==> config.mk <==
export PLATFORM = sky130hd
export DESIGN_NAME = timerDevice
export DESIGN_NICKNAME = d
export VERILOG_FILES = /design/src/memStagePkg.sv /design/src/timerDevice.sv
export SDC_FILE = /design/constraint.sdc
export NUM_CORES = 1
export LEC_CHECK = 0
export ABC_AREA = 1
export BUFFER_PORTS_ARGS = -buffer_cell sky130_fd_sc_hd__clkbuf_2
export CAP_MARGIN = 15
export CORE_UTILIZATION = 53
export CTS_CLUSTER_DIAMETER = 40
export DETAILED_ROUTE_END_ITERATION = 6
export GPL_TIMING_DRIVEN = 0
export PLACE_DENSITY = 0.81
export SYNTH_ARGS = -nofsm -noshare
export SYNTH_HDL_FRONTEND = slang
export SYNTH_SLANG_ARGS = --single-unit
==> constraint.sdc <==
create_clock -name clk -period 1.78 [get_ports clk]
set_input_delay 0.534 -clock clk [delete_from_list [all_inputs] [get_ports clk]]
set_output_delay 0.534 -clock clk [all_outputs]
set_load 0.01 [all_outputs]
==> src/memStagePkg.sv <==
package memStagePkg;

	////////////////////////////////////////////////////////////////////////////
	// Opcodes and exception codes
	////////////////////////////////////////////////////////////////////////////

	localparam logic [5:0] opLB  = 6'h20;
	localparam logic [5:0] opLH  = 6'h21;
	localparam logic [5:0] opLW  = 6'h23;
	localparam logic [5:0] opLBU = 6'h24;
	localparam logic [5:0] opLHU = 6'h25;
	localparam logic [5:0] opSB  = 6'h28;
	localparam logic [5:0] opSH  = 6'h29;
	localparam logic [5:0] opSW  = 6'h2B;

	localparam logic [4:0] excAdEL = 5'd4;
	localparam logic [4:0] excAdES = 5'd5;

	////////////////////////////////////////////////////////////////////////////
	// Address map
	////////////////////////////////////////////////////////////////////////////

	localparam logic [31:0] dmMin   = 32'h0000_0000;
	localparam logic [31:0] dmMax   = 32'h0000_2FFF;
	// Top word of each device window is the read-only count
	localparam logic [31:0] dev0Min = 32'h0000_7F00;
	localparam logic [31:0] dev0Max = 32'h0000_7F08;
	localparam logic [31:0] dev1Min = 32'h0000_7F10;
	localparam logic [31:0] dev1Max = 32'h0000_7F18;

	// 3K words of data memory
	localparam int dmWords = 3072;
	localparam int dmAddrW = 12;

	// Access targets
	localparam logic [1:0] tgtMem  = 2'd0;
	localparam logic [1:0] tgtDev0 = 2'd1;
	localparam logic [1:0] tgtDev1 = 2'd2;

	// Timer word offsets
	localparam logic [1:0] tmrCtrl   = 2'd0;
	localparam logic [1:0] tmrPreset = 2'd1;
	localparam logic [1:0] tmrCount  = 2'd2;

	// Register block word offsets
	localparam int regAddrW = 4;
	localparam logic [1:0] regCtrl     = 2'd0;
	localparam logic [1:0] regCause    = 2'd1;
	localparam logic [1:0] regBadAddr  = 2'd2;
	localparam logic [1:0] regExcCount = 2'd3;
	localparam logic [1:0] axiOkay     = 2'b00;

	////////////////////////////////////////////////////////////////////////////
	// Shared types
	////////////////////////////////////////////////////////////////////////////

	typedef union packed {
		logic [3:0][7:0]  bytes;
		logic [1:0][15:0] halves;
	} dataWord;

	typedef struct packed {
		logic        valid;
		logic        preExc;
		logic [4:0]  preExcCode;
		logic [31:0] instr;
		logic [31:0] addr;
		logic [31:0] storeData;
	} memReq;

	typedef struct packed {
		logic        valid;
		logic        exc;
		logic [4:0]  excCode;
		logic [31:0] loadData;
	} memResp;

	typedef struct packed {
		logic isLoad;
		logic isStore;
		logic half;
		logic word;
	} accessKind;

endpackage
==> src/timerDevice.sv <==
`timescale 1ns/1ns

module timerDevice import memStagePkg::*; (
	input  logic        clk,
	input  logic        arstN,
	input  logic        sel,
	input  logic [1:0]  offset,
	input  logic        we,
	input  logic [31:0] wdata,
	output logic [31:0] rdata,
	output logic        irq
);

	logic [31:0] ctrl;
	logic [31:0] preset;
	logic [31:0] count;
	logic        wrEn;

	assign wrEn = sel && we;

	always_ff @(posedge clk or negedge arstN)
		if (!arstN)
		begin
			ctrl <= '0;
			preset <= '0;
			count <= '0;
		end
		else
		begin
			if (wrEn && offset == tmrCtrl)
				ctrl <= wdata;
			// Preset reloads the counter
			if (wrEn && offset == tmrPreset)
			begin
				preset <= wdata;
				count <= wdata;
			end
			else if (ctrl[0] && count != '0)
				count <= count - 1'b1;
		end

	always_ff @(posedge clk)
		if (sel)
			case (offset)
				tmrCtrl:   rdata <= ctrl;
				tmrPreset: rdata <= preset;
				tmrCount:  rdata <= count;
				default:   rdata <= '0;
			endcase

	// Held while running and expired
	assign irq = ctrl[0] && count == '0;

endmodule

==> results of run 1 <==
==> report_power, final <==
group          internal [mW]  total, mW  switching (mW)
combinational           1.97       4.69            2.72
clock                   2.52       3.87            1.36
sequential              3.86       4.53           0.670
==> worst max path at each step <==
stage               cells past startpoint                endpoint                 start
CTS                                     7                     irq  count[0]$_DFFE_PN0P_
floorplan                               6                     irq  count[1]$_DFFE_PN0P_
finish                                  7                     irq  count[1]$_DFFE_PN0P_
detailed placement                      7  preset[17]$_DFFE_PN0P_                   sel
global route                            7                     irq  count[1]$_DFFE_PN0P_
global placement                        1    ctrl[19]$_DFFE_PN0P_                 arstN
==> sequential cells by signal, summed over array words and instances, names as in the netlist <==
register,count
count,32
ctrl,32
preset,32
rdata,32
==> cell type report <==
type,count,area share (%)
Clock buffer,18,5.328
Buffer,25,2.277
Sequential cell,128,41.01
Inverter,77,3.506
Tap cell,143,2.171
Multi-Input combinational cell,433,33.20
Timing Repair Buffer,118,9.912
Clock inverter,14,2.596
==> kinds of logic after synthesis <==
kind of cell | Yosys count
and+or+nand+nor | 307
AOI/OAI and AO/OA | 74
buffers and inverters | 102
muxes | 31
xor gates and xnor gates | 20
DFF | 128
adders and majority gates | 1
==> cells in the final DEF, fill, tap and decap left out, types with 2 or more instances in the layout <==
cell,n
nand2_2,36
nand3_2,19
bufinv_16,5
nand2_1,139
buf_2,7
clkinv_4,3
o21ai_0,38
o21ai_1,2
buf_12,3
clkbuf_16,20
o221ai_1,29
mux2_2,31
xor2_1,20
inv_1,73
nand3_1,33
clkbuf_2,70
clkinv_2,3
nor2_1,34
buf_6,6
clkbuf_1,8
nor2_2,10
nor2_4,21
inv_2,4
nand2_4,5
dfrtp_2,14
dfrtp_1,82
clkinvlp_4,3
buf_8,2
buf_4,41
nand4_1,6
o211ai_1,3
clkbuf_8,2
edfxtp_1,32
==> worst reg2reg max path, delay by kind of cell, from the launching register on <==
family                     cells  cell delay [ps]
buffers and inverters          6              670
adders and majority gates      1              150
and+or+nand+nor                8              770
DFF                            1              400
==> per-layer routing <==
metal | wire length (um) | track usage (%)
met5 | 0 | 0
met4 | 688 | 11.89
met3 | 1483 | 5.905
met2 | 9071 | 51.17
met1 | 7450 | 39.07
==> what timing repair did <==
item / CTS / global route
gates cloned: 0 / 3
setup endpoints to repair: 107 / 44
gates resized for setup: 44 / 44
pin swaps: 11 / 7
endpoints found under the hold margin: 0 / 0
buffers inserted: 23 / 22
==> impl_results.html, run 1 <==
<table>
<tr><th>Metric</th><th>Value</th></tr>
<tr><th colspan="2">Die</th></tr>
<tr><td>Area of the core region</td><td>11520 sq um</td></tr>
<tr><td>Die area</td><td>12380 sq um</td></tr>
<tr><td>Floorplan die width</td><td>111.3 um</td></tr>
<tr><td>FP Rows</td><td>39</td></tr>
<tr><td>Vert. Die Dim</td><td>111.3 um</td></tr>
<tr><td>Initial Utilization</td><td>54.93%</td></tr>
<tr><td># IOs</td><td>71</td></tr>
<tr><th colspan="2">Worst setup path</th></tr>
<tr><td>Crit path buffers/inverters</td><td>2</td></tr>
<tr><td>Element type at the critical path end</td><td>primary output</td></tr>
<tr><td>Number of cells on the worst reg-to-reg path</td><td>15</td></tr>
<tr><td>Crit Path Class</td><td>flop to primary output</td></tr>
<tr><td>Register-to-register setup slack</td><td>-280 ps</td></tr>
<tr><td>Cell with the biggest individual delay on the critical path</td><td>dfrtp_1</td></tr>
<tr><td>Startpoint type of the worst setup path</td><td>flop</td></tr>
<tr><td>Startpoint of the most critical register-to-register path</td><td>count[1]$_DFFE_PN0P_</td></tr>
<tr><td>Worst R2R End</td><td>count[22]$_DFFE_PN0P_</td></tr>
<tr><td>CP peak stage delay</td><td>400 ps</td></tr>
<tr><td>Required time of the critical path</td><td>1250 ps</td></tr>
<tr><td>Worst Path Max Fanout</td><td>2</td></tr>
<tr><td>Cell type group with the largest total delay on the critical path</td><td>simple AND/OR/NAND/NOR gates</td></tr>
<tr><td>Arrival time reported for the critical path endpoint</td><td>around 1700 ps</td></tr>
<tr><td>Critical-path cell list</td><td>inv_2, ha_4, nand2_4, nor2_4, nand3_4, nor4_4, buf_2</td></tr>
<tr><th colspan="2">Synthesis</th></tr>
<tr><td>Main flop type after synthesis</td><td>dfrtp_1</td></tr>
<tr><td>Number of synthesized flops with an enable pin</td><td>32</td></tr>
<tr><td>Syn Nets</td><td>702</td></tr>
<tr><td>Portion of netlist area occupied by mux cells</td><td>5.518%</td></tr>
<tr><td>Yosys warning count</td><td>0</td></tr>
<tr><td>Total standard cell area after synthesis</td><td>between 6000 and 7000 sq um</td></tr>
<tr><td>Area share of fa/ha/maj cells after synthesis</td><td>less than 1%</td></tr>
<tr><td>Dominant cell by count in the synthesized netlist</td><td>nand2_1</td></tr>
<tr><td>Simple-Gate Fraction of Synth Area</td><td>23.42%</td></tr>
<tr><td>Xor/xnor share of the synthesized area</td><td>2.769%</td></tr>
<tr><td>Most area-hungry cell type in the Yosys netlist</td><td>dfrtp_1</td></tr>
<tr><td>Mean cell area of the mapped netlist</td><td>9.542 sq um</td></tr>
<tr><td>Synth top area share</td><td>a little under two fifths</td></tr>
<tr><td>Cells after Synth</td><td>663</td></tr>
<tr><td>Commonest cells post-synth</td><td>nand2_1, dfrtp_1, inv_1</td></tr>
<tr><td>Combinational family with the most area after synthesis</td><td>simple AND/OR/NAND/NOR gates</td></tr>
<tr><td>Proportion of synthesized flip-flops having asynchronous set or reset</td><td>between 70% and 80%</td></tr>
<tr><td>Compound-Gate Fraction of Synth Area</td><td>7.872%</td></tr>
<tr><td>Leading post-synthesis cells by cell area</td><td>dfrtp_1, edfxtp_1, nand2_1, mux2_2, inv_1</td></tr>
<tr><td>Register area share after synthesis</td><td>53.16%</td></tr>
<tr><td>Count of distinct cell types in the synthesized netlist</td><td>30</td></tr>
<tr><td>Yosys reg bits</td><td>128</td></tr>
<tr><th colspan="2">Layout</th></tr>
<tr><td>Post-synthesis to final-layout area growth</td><td>30.30%</td></tr>
<tr><td>Utilization after layout</td><td>71.58%</td></tr>
<tr><td>Layout cells sized above 1</td><td>38.38%</td></tr>
<tr><td>Antenna cell count</td><td>0</td></tr>
<tr><td>Design Area, Final</td><td>8243 sq um</td></tr>
<tr><td>Number of fill cells</td><td>just over 800</td></tr>
<tr><td>Fin cells</td><td>956</td></tr>
<tr><td>Combined area of the multi-input logic cells</td><td>2736 sq um</td></tr>
<tr><td>FF/Latch Area</td><td>3381 sq um</td></tr>
<tr><td>Final net count</td><td>839</td></tr>
<tr><th colspan="2">STA</th></tr>
<tr><td>Count of pins over their slew limit</td><td>0</td></tr>
<tr><td>Worst-Margin Slew</td><td>around 890 ps</td></tr>
<tr><td>Crit share post-route</td><td>127.8%</td></tr>
<tr><td>Worst hold-check slack</td><td>130.3 ps</td></tr>
<tr><td>Setup repair after global routing missed its margin</td><td>yes</td></tr>
<tr><td>Max-Slew Margin vs Limit</td><td>40.83%</td></tr>
<tr><td>Count of final setup violators</td><td>33</td></tr>
<tr><td>Hold Fails Final Rpt</td><td>0</td></tr>
<tr><td>Setup Total Neg Slack</td><td>-8195 ps</td></tr>
<tr><td>Timing-limited maximum frequency</td><td>between 400 and 500 MHz</td></tr>
<tr><td>Worst clock skew</td><td>8.902 ps</td></tr>
<tr><td>Worst Setup Slack, final</td><td>-494.1 ps</td></tr>
<tr><td>Time the worst path needs with I/O delays and setup</td><td>2274 ps</td></tr>
<tr><th colspan="2">CTS</th></tr>
<tr><td>Maximum clock insertion buffer count</td><td>2</td></tr>
<tr><td>Number of hold buffers added after CTS</td><td>0</td></tr>
<tr><td>Clock H-tree levels</td><td>4</td></tr>
<tr><td>CTS tree</td><td>built</td></tr>
<tr><td>Clk pin slew, worst setup/hold paths</td><td>60 ps</td></tr>
<tr><td>Inserted Clock Buffers</td><td>17</td></tr>
<tr><td>Clk Latency, worst-skew pair</td><td>420 ps</td></tr>
<tr><td>Clock tree sinks</td><td>~130</td></tr>
<tr><td>CTS Root Cell</td><td>clkbuf_16</td></tr>
<tr><th colspan="2">Run status</th></tr>
<tr><td>Failing checks</td><td>DRC, setup timing</td></tr>
<tr><td>Result of the run</td><td>finished, violations left</td></tr>
<tr><th colspan="2">Min path</th></tr>
<tr><td>HP Class</td><td>input port to async pin</td></tr>
<tr><th colspan="2">Power and ir drop</th></tr>
<tr><td>Power per cell area</td><td>about 1600 nW/um^2</td></tr>
<tr><td>Post-layout power</td><td>about 13 mW</td></tr>
<tr><td>Maximum vdd ir drop</td><td>714.3 uV</td></tr>
<tr><td>Leakage Power</td><td>3.863 nW</td></tr>
<tr><th colspan="2">Job</th></tr>
<tr><td>Number of maximum-capacitance constraint violations</td><td>0</td></tr>
<tr><th colspan="2">Detailed routing</th></tr>
<tr><td>Number of iterations in the first detailed-routing pass</td><td>7</td></tr>
<tr><td>Average wire per standard cell</td><td>19.55 um</td></tr>
<tr><td>DRC errors left</td><td>16</td></tr>
<tr><td>Starting DRC count in detailed routing</td><td>around 550</td></tr>
<tr><td>Post-DRT Antenna Nets</td><td>0</td></tr>
<tr><td>Total detailed-routing wirelength</td><td>18.69 mm</td></tr>
<tr><td>Total via count after detailed routing</td><td>5508</td></tr>
<tr><td>Via density per instance</td><td>between 5 and 6</td></tr>
<tr><th colspan="2">Placement</th></tr>
<tr><td>Routability congestion estimate</td><td>0.9364</td></tr>
<tr><td>HPWL after detailed placement</td><td>roughly 12 mm</td></tr>
<tr><td>Post-Place Worst Slack</td><td>-1006 ps</td></tr>
<tr><td>Number of placed cells counting well taps</td><td>877</td></tr>
<tr><td>Total placed instance area</td><td>6918 sq um</td></tr>
<tr><td>Count of buffers from port buffering</td><td>70</td></tr>
<tr><th colspan="2">Global routing</th></tr>
<tr><td>Largest net degree at the start of global routing</td><td>60</td></tr>
<tr><td>Antenna violations before repair</td><td>0</td></tr>
<tr><td>Number of global-route vias before repair</td><td>5491</td></tr>
<tr><td>Final global-route overflow total</td><td>0</td></tr>
<tr><td>Global-route wire length before repair</td><td>28.86 mm</td></tr>
<tr><td>Total GRT Usage</td><td>between 30% and 40%</td></tr>
</table>
Note: power is estimated with default switching activity, not from simulation.
==> run 2: changes to the inputs <==
--- a/config.mk
+++ b/config.mk
@@ -8,11 +8,12 @@
 export ABC_AREA = 1
 export BUFFER_PORTS_ARGS = -buffer_cell sky130_fd_sc_hd__clkbuf_2
 export CAP_MARGIN = 15
-export CORE_UTILIZATION = 53
+export CORE_UTILIZATION = 35
 export CTS_CLUSTER_DIAMETER = 40
 export DETAILED_ROUTE_END_ITERATION = 6
 export GPL_TIMING_DRIVEN = 0
-export PLACE_DENSITY = 0.81
+export PLACE_DENSITY = 0.59
+export RECOVER_POWER = 100
 export SYNTH_ARGS = -nofsm -noshare
 export SYNTH_HDL_FRONTEND = slang
 export SYNTH_SLANG_ARGS = --single-unit
==> run 2 against run 1 <==
The flow finishes with violations (setup timing). Sequential share of layout area about the same. Count of clock-buffer cells in the layout shrank 1. Total power decreased by 2.8%. Critical path type unchanged. Largest power group unchanged. Register-to-register slack better by 290 ps. Wire length shrank 2.9%. Die area is 50% higher.
==> impl_results.html, run 2 (synthesis results as in run 1) <==
<table>
<tr><th>Metric</th><th>Value</th></tr>
<tr><th colspan="2">Global routing</th></tr>
<tr><td>Number of global-route vias before repair</td><td>5229 (was 5491)</td></tr>
<tr><td>Final global-route overflow total</td><td>0 (unchanged)</td></tr>
<tr><td>Antenna violations before repair</td><td>0 (unchanged)</td></tr>
<tr><td>Largest net degree at the start of global routing</td><td>54 (was 60)</td></tr>
<tr><td>Total GRT Usage</td><td>20.66% (was 30.52%)</td></tr>
<tr><td>Global-route wire length before repair</td><td>28.30 mm (was 28.86 mm)</td></tr>
<tr><th colspan="2">Placement</th></tr>
<tr><td>Routability congestion estimate</td><td>0.9141 (was 0.9364)</td></tr>
<tr><td>Post-Place Worst Slack</td><td>-1090 ps (was -1006 ps)</td></tr>
<tr><td>Total placed instance area</td><td>7020 sq um (was 6918 sq um)</td></tr>
<tr><td>HPWL after detailed placement</td><td>11.98 mm (was 11.58 mm)</td></tr>
<tr><td>Count of buffers from port buffering</td><td>70 (unchanged)</td></tr>
<tr><th colspan="2">Detailed routing</th></tr>
<tr><td>Total via count after detailed routing</td><td>5223 (was 5508)</td></tr>
<tr><td>Starting DRC count in detailed routing</td><td>336 (was 554)</td></tr>
<tr><td>DRC errors left</td><td>0 (was 16)</td></tr>
<tr><td>Average wire per standard cell</td><td>17.68 um (was 19.55 um)</td></tr>
<tr><td>Post-DRT Antenna Nets</td><td>0 (unchanged)</td></tr>
<tr><td>Number of iterations in the first detailed-routing pass</td><td>5 (was 7)</td></tr>
<tr><td>Via density per instance</td><td>5.086 (was 5.762)</td></tr>
<tr><td>Total detailed-routing wirelength</td><td>18.16 mm (was 18.69 mm)</td></tr>
<tr><th colspan="2">STA</th></tr>
<tr><td>Hold Fails Final Rpt</td><td>0 (unchanged)</td></tr>
<tr><td>Count of pins over their slew limit</td><td>0 (unchanged)</td></tr>
<tr><td>Worst-Margin Slew</td><td>1136 ps (was 887.6 ps)</td></tr>
<tr><td>Time the worst path needs with I/O delays and setup</td><td>2251 ps (was 2274 ps)</td></tr>
<tr><td>Crit share post-route</td><td>126.5% (was 127.8%)</td></tr>
<tr><td>Timing-limited maximum frequency</td><td>444.2 MHz (was 439.7 MHz)</td></tr>
<tr><td>Worst Setup Slack, final</td><td>-471.4 ps (was -494.1 ps)</td></tr>
<tr><td>Max-Slew Margin vs Limit</td><td>24.26% (was 40.83%)</td></tr>
<tr><td>Worst hold-check slack</td><td>321.3 ps (was 130.3 ps)</td></tr>
<tr><td>Worst clock skew</td><td>11.43 ps (was 8.902 ps)</td></tr>
<tr><td>Count of final setup violators</td><td>1 (was 33)</td></tr>
<tr><td>Setup repair after global routing missed its margin</td><td>yes (unchanged)</td></tr>
<tr><th colspan="2">Power and ir drop</th></tr>
<tr><td>Maximum vdd ir drop</td><td>874.3 uV (was 714.3 uV)</td></tr>
<tr><td>Power per cell area</td><td>1543 nW/um^2 (was 1588 nW/um^2)</td></tr>
<tr><td>Leakage Power</td><td>3.780 nW (was 3.863 nW)</td></tr>
<tr><th colspan="2">Die</th></tr>
<tr><td>Die area</td><td>18620 sq um (was 12380 sq um)</td></tr>
<tr><td>Initial Utilization</td><td>36.20% (was 54.93%)</td></tr>
<tr><td>FP Rows</td><td>48 (was 39)</td></tr>
<tr><td># IOs</td><td>71 (unchanged)</td></tr>
<tr><td>Area of the core region</td><td>17480 sq um (was 11520 sq um)</td></tr>
<tr><td>Floorplan die width</td><td>136.4 um (was 111.3 um)</td></tr>
<tr><td>Vert. Die Dim</td><td>136.4 um (was 111.3 um)</td></tr>
<tr><th colspan="2">Run status</th></tr>
<tr><td>Result of the run</td><td>finished, violations left (unchanged)</td></tr>
<tr><td>Failing checks</td><td>setup timing (was DRC, setup timing)</td></tr>
<tr><th colspan="2">Layout</th></tr>
<tr><td>Post-synthesis to final-layout area growth</td><td>30.30% (unchanged)</td></tr>
<tr><td>Utilization after layout</td><td>47.16% (was 71.58%)</td></tr>
<tr><td>Most common library cell in the layout ignoring fill and taps</td><td>nand2_1 (unchanged)</td></tr>
<tr><td>Most frequent cells in the layout</td><td>nand2_1, dfrtp_1, inv_1, clkbuf_2, clkbuf_1 (was nand2_1, dfrtp_1, inv_1, clkbuf_2, buf_4)</td></tr>
<tr><td>Final net count</td><td>828 (was 839)</td></tr>
<tr><td>Number of fill cells</td><td>1664 (was 805)</td></tr>
<tr><td>Antenna cell count</td><td>0 (unchanged)</td></tr>
<tr><td>Layout cells sized above 1</td><td>35.66% (was 38.38%)</td></tr>
<tr><td>Design Area, Final</td><td>8243 sq um (unchanged)</td></tr>
<tr><th colspan="2">CTS</th></tr>
<tr><td>Clk pin slew, worst setup/hold paths</td><td>60 ps (about the same)</td></tr>
<tr><td>Clk Latency, worst-skew pair</td><td>430 ps (was 420 ps)</td></tr>
<tr><td>Clock tree sinks</td><td>128 (unchanged)</td></tr>
<tr><td>Inserted Clock Buffers</td><td>17 (unchanged)</td></tr>
<tr><td>Maximum clock insertion buffer count</td><td>2 (unchanged)</td></tr>
<tr><td>Clock H-tree levels</td><td>4 (unchanged)</td></tr>
<tr><td>CTS Root Cell</td><td>clkbuf_16 (unchanged)</td></tr>
<tr><td>CTS tree</td><td>built (unchanged)</td></tr>
<tr><th colspan="2">Worst setup path</th></tr>
<tr><td>Beginning of the critical path</td><td>count[10]$_DFFE_PN0P_ (was count[1]$_DFFE_PN0P_)</td></tr>
<tr><td>Critical-path cell list</td><td>nor2_4, nand2_2, nor2_4, nand3_4, nor4_4, buf_2 (was inv_2, ha_4, nand2_4, nor2_4, nand3_4, nor4_4, buf_2)</td></tr>
<tr><td>CP peak stage delay</td><td>470 ps (was 400 ps)</td></tr>
<tr><td>Crit Path Class</td><td>flop to primary output (unchanged)</td></tr>
<tr><td>End point of the critical path</td><td>irq (unchanged)</td></tr>
<tr><td>Number of cells on the worst reg-to-reg path</td><td>10 (was 15)</td></tr>
<tr><td>Register-to-register setup slack</td><td>10 ps (was -280 ps)</td></tr>
<tr><td>Startpoint type of the worst setup path</td><td>flop (unchanged)</td></tr>
<tr><td>Crit-path most repeated cell</td><td>nor2_4</td></tr>
<tr><td>Startpoint of the most critical register-to-register path</td><td>count[10]$_DFFE_PN0P_ (was count[1]$_DFFE_PN0P_)</td></tr>
<tr><td>Arrival time reported for the critical path endpoint</td><td>1720 ps (was 1740 ps)</td></tr>
<tr><td>Required time of the critical path</td><td>1250 ps (about the same)</td></tr>
<tr><td>Worst Path Max Fanout</td><td>4 (was 2)</td></tr>
<tr><td>Worst R2R End</td><td>count[25]$_DFFE_PN0P_ (was count[22]$_DFFE_PN0P_)</td></tr>
<tr><td>Cell with the biggest individual delay on the critical path</td><td>dfrtp_2 (was dfrtp_1)</td></tr>
<tr><td>Element type at the critical path end</td><td>primary output (unchanged)</td></tr>
<tr><th colspan="2">Job</th></tr>
<tr><td>Number of maximum-capacitance constraint violations</td><td>0 (unchanged)</td></tr>
<tr><th colspan="2">Min path</th></tr>
<tr><td>HP Class</td><td>input port to async pin (unchanged)</td></tr>
</table>
-- run 2: changes by cell type in the layout (fill, tap and decap cells not counted), moves of 4 or more --
cell and change:
buf_2 -5, buf_4 -12, buf_6 +4, clkbuf_1 +32, clkbuf_2 -25, nand2_1 -8
nand2_2 -4, nand2_4 +12, nand3_1 -11, nand3_2 +11, nor2_2 +5, nor2_4 -4
-- run 2: worst min path at each step --
stage               depth (start not counted)  slack [ps]                     to            startpoint
CTS                                         1         170  preset[2]$_DFFE_PN0P_                 arstN
floorplan                                   0         240   count[0]$_DFFE_PN0P_                 arstN
detailed placement                          1         490   ctrl[18]$_DFFE_PN0P_  ctrl[18]$_DFFE_PN0P_
global route                                2         360   ctrl[25]$_DFFE_PN0P_             wdata[25]
global placement                            1         490   ctrl[11]$_DFFE_PN0P_  ctrl[11]$_DFFE_PN0P_
finish                                      1         320  preset[2]$_DFFE_PN0P_                 arstN
-- run 2: final cells by class --
class                           count  area (sq um)  area share (%)
Clock inverter                     15         192.7           2.338
Inverter                           77         289.0           3.506
Sequential cell                   128          3378           40.98
Clock buffer                       17         425.4           5.161
Timing Repair Buffer              107         654.4           7.939
Tap cell                          225         281.5           3.415
Multi-Input combinational cell    433          2861           34.71
Buffer                             25         160.2           1.943
-- run 2: layer usage --
metal,vias to the layer above,track usage [%],wire [um]
met5,-,0,0
li1,2450,-,-
met4,0,6.975,302
met3,22,4.400,941
met2,133,33.02,8666
met1,2618,27.65,8248
-- run 2: per-stage QoR --
| step | TNS [ps] | total power [mW] | std cells |
|---|---|---|---|
| 6_report | -471.4 | 12.72 | 1027 |
| 5_1_grt | -2928 | 13.43 | 1027 |
| 2_1_floorplan | 0 | 6.855 | 663 |
| 4_1_cts | -484.8 | 12.10 | 1015 |
| 3_3_place_gp | -213860 | 7.759 | 958 |
| 3_5_place_dp | -104840 | 7.831 | 959 |
-- run 2: repair_timing --
item	4_1_cts	5_1_grt
pin swaps	9	20
cloned	0	3
hold buffers	0	0
setup buffers	24	9
endpoints found under the setup margin	108	67
resized for setup	35	86
-- run 2: worst max-delay path: cells and delay by family (launching register included) --
kind | cells | cell delay (ps)
buffers and inverters | 1 | 180
DFF | 1 | 470
and+or+nand+nor | 5 | 660
-- run 2: where the power goes --
part           total (mW)  switching (mW)  internal [mW]
registers            4.50           0.645           3.85
clock network        3.70            1.37           2.33
logic                4.52            2.68           1.84
==> run 3: changes to the inputs <==
--- a/config.mk
+++ b/config.mk
@@ -12,7 +12,7 @@
 export CTS_CLUSTER_DIAMETER = 40
 export DETAILED_ROUTE_END_ITERATION = 6
 export GPL_TIMING_DRIVEN = 0
-export PLACE_DENSITY = 0.59
+export PLACE_DENSITY = 0.58
 export RECOVER_POWER = 100
 export SYNTH_ARGS = -nofsm -noshare
 export SYNTH_HDL_FRONTEND = slang
==> run 3 against run 2 <==
The run still ends with setup timing left. First-iteration DRC count is 4.8% higher. Register-to-register slack got worse by 120 ps. Clock power shrank 7.6%. Fmax about the same. Clock skew fell by 2.3 ps. Global-route usage is essentially flat. Die area is the same. Core utilization fell by 0.81 points. Sequential share of layout area is 0.72 points higher. Worst hold slack improved by 30 ps. Wire length decreased by 0.55%. Via count shrank 2.2%. Critical path type unchanged. Critical endpoint unchanged. Largest power group is now registers. Highest routed layer unchanged.
==> impl_results.html, run 3 (synthesis results as in run 1) <==
<table>
<tr><th>Metric</th><th>Value</th></tr>
<tr><th colspan="2">Run status</th></tr>
<tr><td>Result of the run</td><td>finished, violations left (unchanged)</td></tr>
<tr><td>Failing checks</td><td>setup timing (unchanged)</td></tr>
<tr><th colspan="2">Global routing</th></tr>
<tr><td>Antenna violations before repair</td><td>0 (unchanged)</td></tr>
<tr><td>Number of global-route vias before repair</td><td>5073 (was 5229)</td></tr>
<tr><td>Global-route wire length before repair</td><td>28.06 mm (was 28.30 mm)</td></tr>
<tr><td>Met3 Resource Use GR</td><td>4.251% (was 4.400%)</td></tr>
<tr><td>Met2 routing resource usage after global routing</td><td>32.63% (was 33.02%)</td></tr>
<tr><td>Busiest layer in global routing</td><td>met2 (unchanged)</td></tr>
<tr><td>Met1 usage</td><td>27.71% (was 27.65%)</td></tr>
<tr><td>Final global-route overflow total</td><td>0 (unchanged)</td></tr>
<tr><td>Total GRT Usage</td><td>20.66% (about the same)</td></tr>
<tr><td>Largest net degree at the start of global routing</td><td>51 (was 54)</td></tr>
<tr><th colspan="2">Detailed routing</th></tr>
<tr><td>Via density per instance</td><td>4.977 (was 5.086)</td></tr>
<tr><td>Average wire per standard cell</td><td>17.60 um (was 17.68 um)</td></tr>
<tr><td>Number of iterations in the first detailed-routing pass</td><td>4 (was 5)</td></tr>
<tr><td>Starting DRC count in detailed routing</td><td>352 (was 336)</td></tr>
<tr><td>DRC errors left</td><td>0 (unchanged)</td></tr>
<tr><td>Total detailed-routing wirelength</td><td>18.06 mm (was 18.16 mm)</td></tr>
<tr><td>Post-DRT Antenna Nets</td><td>0 (unchanged)</td></tr>
<tr><td>Total via count after detailed routing</td><td>5106 (was 5223)</td></tr>
<tr><th colspan="2">Min path</th></tr>
<tr><td>HP Class</td><td>input port to async pin (unchanged)</td></tr>
<tr><th colspan="2">Worst setup path</th></tr>
<tr><td>Cell with the biggest individual delay on the critical path</td><td>dfrtp_1 (was dfrtp_2)</td></tr>
<tr><td>Crit Path Class</td><td>flop to primary output (unchanged)</td></tr>
<tr><td>Crit path buffers/inverters</td><td>1 (unchanged)</td></tr>
<tr><td>Register-to-register setup slack</td><td>-110 ps (was 10 ps)</td></tr>
<tr><td>Startpoint of the most critical register-to-register path</td><td>count[1]$_DFFE_PN0P_ (was count[10]$_DFFE_PN0P_)</td></tr>
<tr><td>CP peak stage delay</td><td>430 ps (was 470 ps)</td></tr>
<tr><td>Worst Path Max Fanout</td><td>4 (unchanged)</td></tr>
<tr><td>Cell type group with the largest total delay on the critical path</td><td>simple AND/OR/NAND/NOR gates (unchanged)</td></tr>
<tr><td>Critical-path cell list</td><td>nor2_2, nand2_2, nor2_4, nand3_4, nor4_4, buf_2 (was nor2_4, nand2_2, nor2_4, nand3_4, nor4_4, buf_2)</td></tr>
<tr><td>Number of cells on the worst reg-to-reg path</td><td>13 (was 10)</td></tr>
<tr><td>Startpoint type of the worst setup path</td><td>flop (unchanged)</td></tr>
<tr><td>Element type at the critical path end</td><td>primary output (unchanged)</td></tr>
<tr><td>Worst R2R End</td><td>count[7]$_DFFE_PN0P_ (was count[25]$_DFFE_PN0P_)</td></tr>
<tr><td>Required time of the critical path</td><td>1250 ps (about the same)</td></tr>
<tr><td>Arrival time reported for the critical path endpoint</td><td>1720 ps (about the same)</td></tr>
<tr><td>Beginning of the critical path</td><td>count[10]$_DFFE_PN0P_ (unchanged)</td></tr>
<tr><th colspan="2">STA</th></tr>
<tr><td>Setup Total Neg Slack</td><td>-30830 ps (was -471.4 ps)</td></tr>
<tr><td>Worst clock skew</td><td>9.092 ps (was 11.43 ps)</td></tr>
<tr><td>Timing-limited maximum frequency</td><td>444.1 MHz (was 444.2 MHz)</td></tr>
<tr><td>Setup repair after global routing missed its margin</td><td>yes (unchanged)</td></tr>
<tr><td>Max-Slew Margin vs Limit</td><td>19.02% (was 24.26%)</td></tr>
<tr><td>Worst hold-check slack</td><td>350.9 ps (was 321.3 ps)</td></tr>
<tr><td>Time the worst path needs with I/O delays and setup</td><td>2252 ps (was 2251 ps)</td></tr>
<tr><td>Worst-Margin Slew</td><td>1215 ps (was 1136 ps)</td></tr>
<tr><td>Hold Fails Final Rpt</td><td>0 (unchanged)</td></tr>
<tr><td>Crit share post-route</td><td>126.5% (about the same)</td></tr>
<tr><td>Worst Setup Slack, final</td><td>-471.7 ps (was -471.4 ps)</td></tr>
<tr><td>Count of pins over their slew limit</td><td>0 (unchanged)</td></tr>
<tr><td>Count of final setup violators</td><td>107 (was 1)</td></tr>
<tr><th colspan="2">CTS</th></tr>
<tr><td>Clk pin slew, worst setup/hold paths</td><td>60 ps (about the same)</td></tr>
<tr><td>Clock H-tree levels</td><td>4 (unchanged)</td></tr>
<tr><td>CTS Root Cell</td><td>clkbuf_16 (unchanged)</td></tr>
<tr><td>CTS tree</td><td>built (unchanged)</td></tr>
<tr><td>Clock tree sinks</td><td>128 (unchanged)</td></tr>
<tr><td>Inserted Clock Buffers</td><td>17 (unchanged)</td></tr>
<tr><td>Maximum clock insertion buffer count</td><td>2 (unchanged)</td></tr>
<tr><td>Clk Latency, worst-skew pair</td><td>430 ps (about the same)</td></tr>
<tr><th colspan="2">Layout</th></tr>
<tr><td>Most frequent cells in the layout</td><td>nand2_1, dfrtp_1, inv_1, clkbuf_1, clkbuf_2 (was nand2_1, dfrtp_1, inv_1, clkbuf_2, clkbuf_1)</td></tr>
<tr><td>Final net count</td><td>828 (unchanged)</td></tr>
<tr><td>Most common library cell in the layout ignoring fill and taps</td><td>nand2_1 (unchanged)</td></tr>
<tr><td>Layout cells sized above 1</td><td>32.46% (was 35.66%)</td></tr>
<tr><td>Antenna cell count</td><td>0 (unchanged)</td></tr>
<tr><td>Post-synthesis to final-layout area growth</td><td>28.07% (was 30.30%)</td></tr>
<tr><td>Design Area, Final</td><td>8102 sq um (was 8243 sq um)</td></tr>
<tr><td>Number of fill cells</td><td>1686 (was 1664)</td></tr>
<tr><th colspan="2">Placement</th></tr>
<tr><td>Count of buffers from port buffering</td><td>70 (unchanged)</td></tr>
<tr><td>Routability congestion estimate</td><td>0.9351 (was 0.9141)</td></tr>
<tr><td>Total placed instance area</td><td>7020 sq um (unchanged)</td></tr>
<tr><td>HPWL after detailed placement</td><td>11.99 mm (was 11.98 mm)</td></tr>
<tr><th colspan="2">Die</th></tr>
<tr><td>FP Rows</td><td>48 (unchanged)</td></tr>
<tr><td>Floorplan die width</td><td>136.4 um (unchanged)</td></tr>
<tr><td>Area of the core region</td><td>17480 sq um (unchanged)</td></tr>
<tr><td>Vert. Die Dim</td><td>136.4 um (unchanged)</td></tr>
<tr><td>Die area</td><td>18620 sq um (unchanged)</td></tr>
<tr><td>Initial Utilization</td><td>36.20% (unchanged)</td></tr>
<tr><td># IOs</td><td>71 (unchanged)</td></tr>
<tr><th colspan="2">Power and ir drop</th></tr>
<tr><td>Post-layout power</td><td>12.10 mW (was 12.72 mW)</td></tr>
<tr><td>Leakage Power</td><td>3.683 nW (was 3.780 nW)</td></tr>
<tr><td>Maximum vdd ir drop</td><td>803.5 uV (was 874.3 uV)</td></tr>
<tr><td>Power per cell area</td><td>1493 nW/um^2 (was 1543 nW/um^2)</td></tr>
<tr><th colspan="2">Job</th></tr>
<tr><td>Number of maximum-capacitance constraint violations</td><td>0 (unchanged)</td></tr>
</table>
## run 3: cell types whose count changed in the layout (fill, tap and decap cells not counted), sizes merged
cell and delta:
inv -1, clkinvlp -1, clkinv -3, bufinv -2
clkbuf +3, buf +3
## run 3: cell type report
| class | count | area (sq um) | share of cell area, % |
|---|---|---|---|
| Multi-Input combinational cell | 433 | 2711 | 33.47 |
| Clock inverter | 8 | 88.84 | 1.097 |
| Sequential cell | 128 | 3378 | 41.70 |
| Inverter | 77 | 289.0 | 3.568 |
| Buffer | 25 | 191.4 | 2.363 |
| Timing Repair Buffer | 107 | 683.2 | 8.432 |
| Clock buffer | 23 | 478.0 | 5.900 |
| Tap cell | 225 | 281.5 | 3.475 |
## run 3: per-layer routing
layer,share of wire [%],wire [um]
met1,47,8456
met2,47,8534
met5,0,0
met4,1.9,344
met3,4.0,724
## run 3: how the worst max path moves through the flow
| stage | endpoint | depth (start not counted) |
|---|---|---|
| global placement | preset[20]$_DFFE_PN0P_ | 1 |
| detailed placement | preset[17]$_DFFE_PN0P_ | 7 |
| global route | irq | 6 |
| finish | irq | 6 |
| floorplan | irq | 6 |
| CTS | irq | 7 |
## run 3: power by group
part / switching (mW) / internal, mW
logic: 2.45 / 1.72
registers: 0.656 / 3.85
clock network: 1.27 / 2.14
total: 4.38 / 7.72
## run 3: worst register-to-register path, stage by stage, from the launching register on
cell	delay, ps
dfrtp_1	380
inv_2	80
ha_4	150
nand2_4	60
nor2_4	150
buf_4	130
buf_6	100
nand2_4	70
nor2_4	100
nor2_4	70
nor2_8	230
clkbuf_16	200
nand2_2	40
nand3_1	60
## run 3: repair_timing
item | CTS | global route
cloned | 0 | 5
pin swaps | 9 | 6
setup buffers | 16 | 15
endpoints found under the setup margin | 110 | 58
resized for setup | 31 | 51
hold buffers | 0 | 0
## run 3: through the flow
step	utilization, %	worst slack, ps	cells
5_1_grt	46.36	-589.9	1026
4_1_cts	44.61	-504.6	1006
3_5_place_dp	40.17	-1089	959
3_3_place_gp	40.00	-1161	958
2_1_floorplan	-	11.40	663
6_report	46.36	-471.7	1026
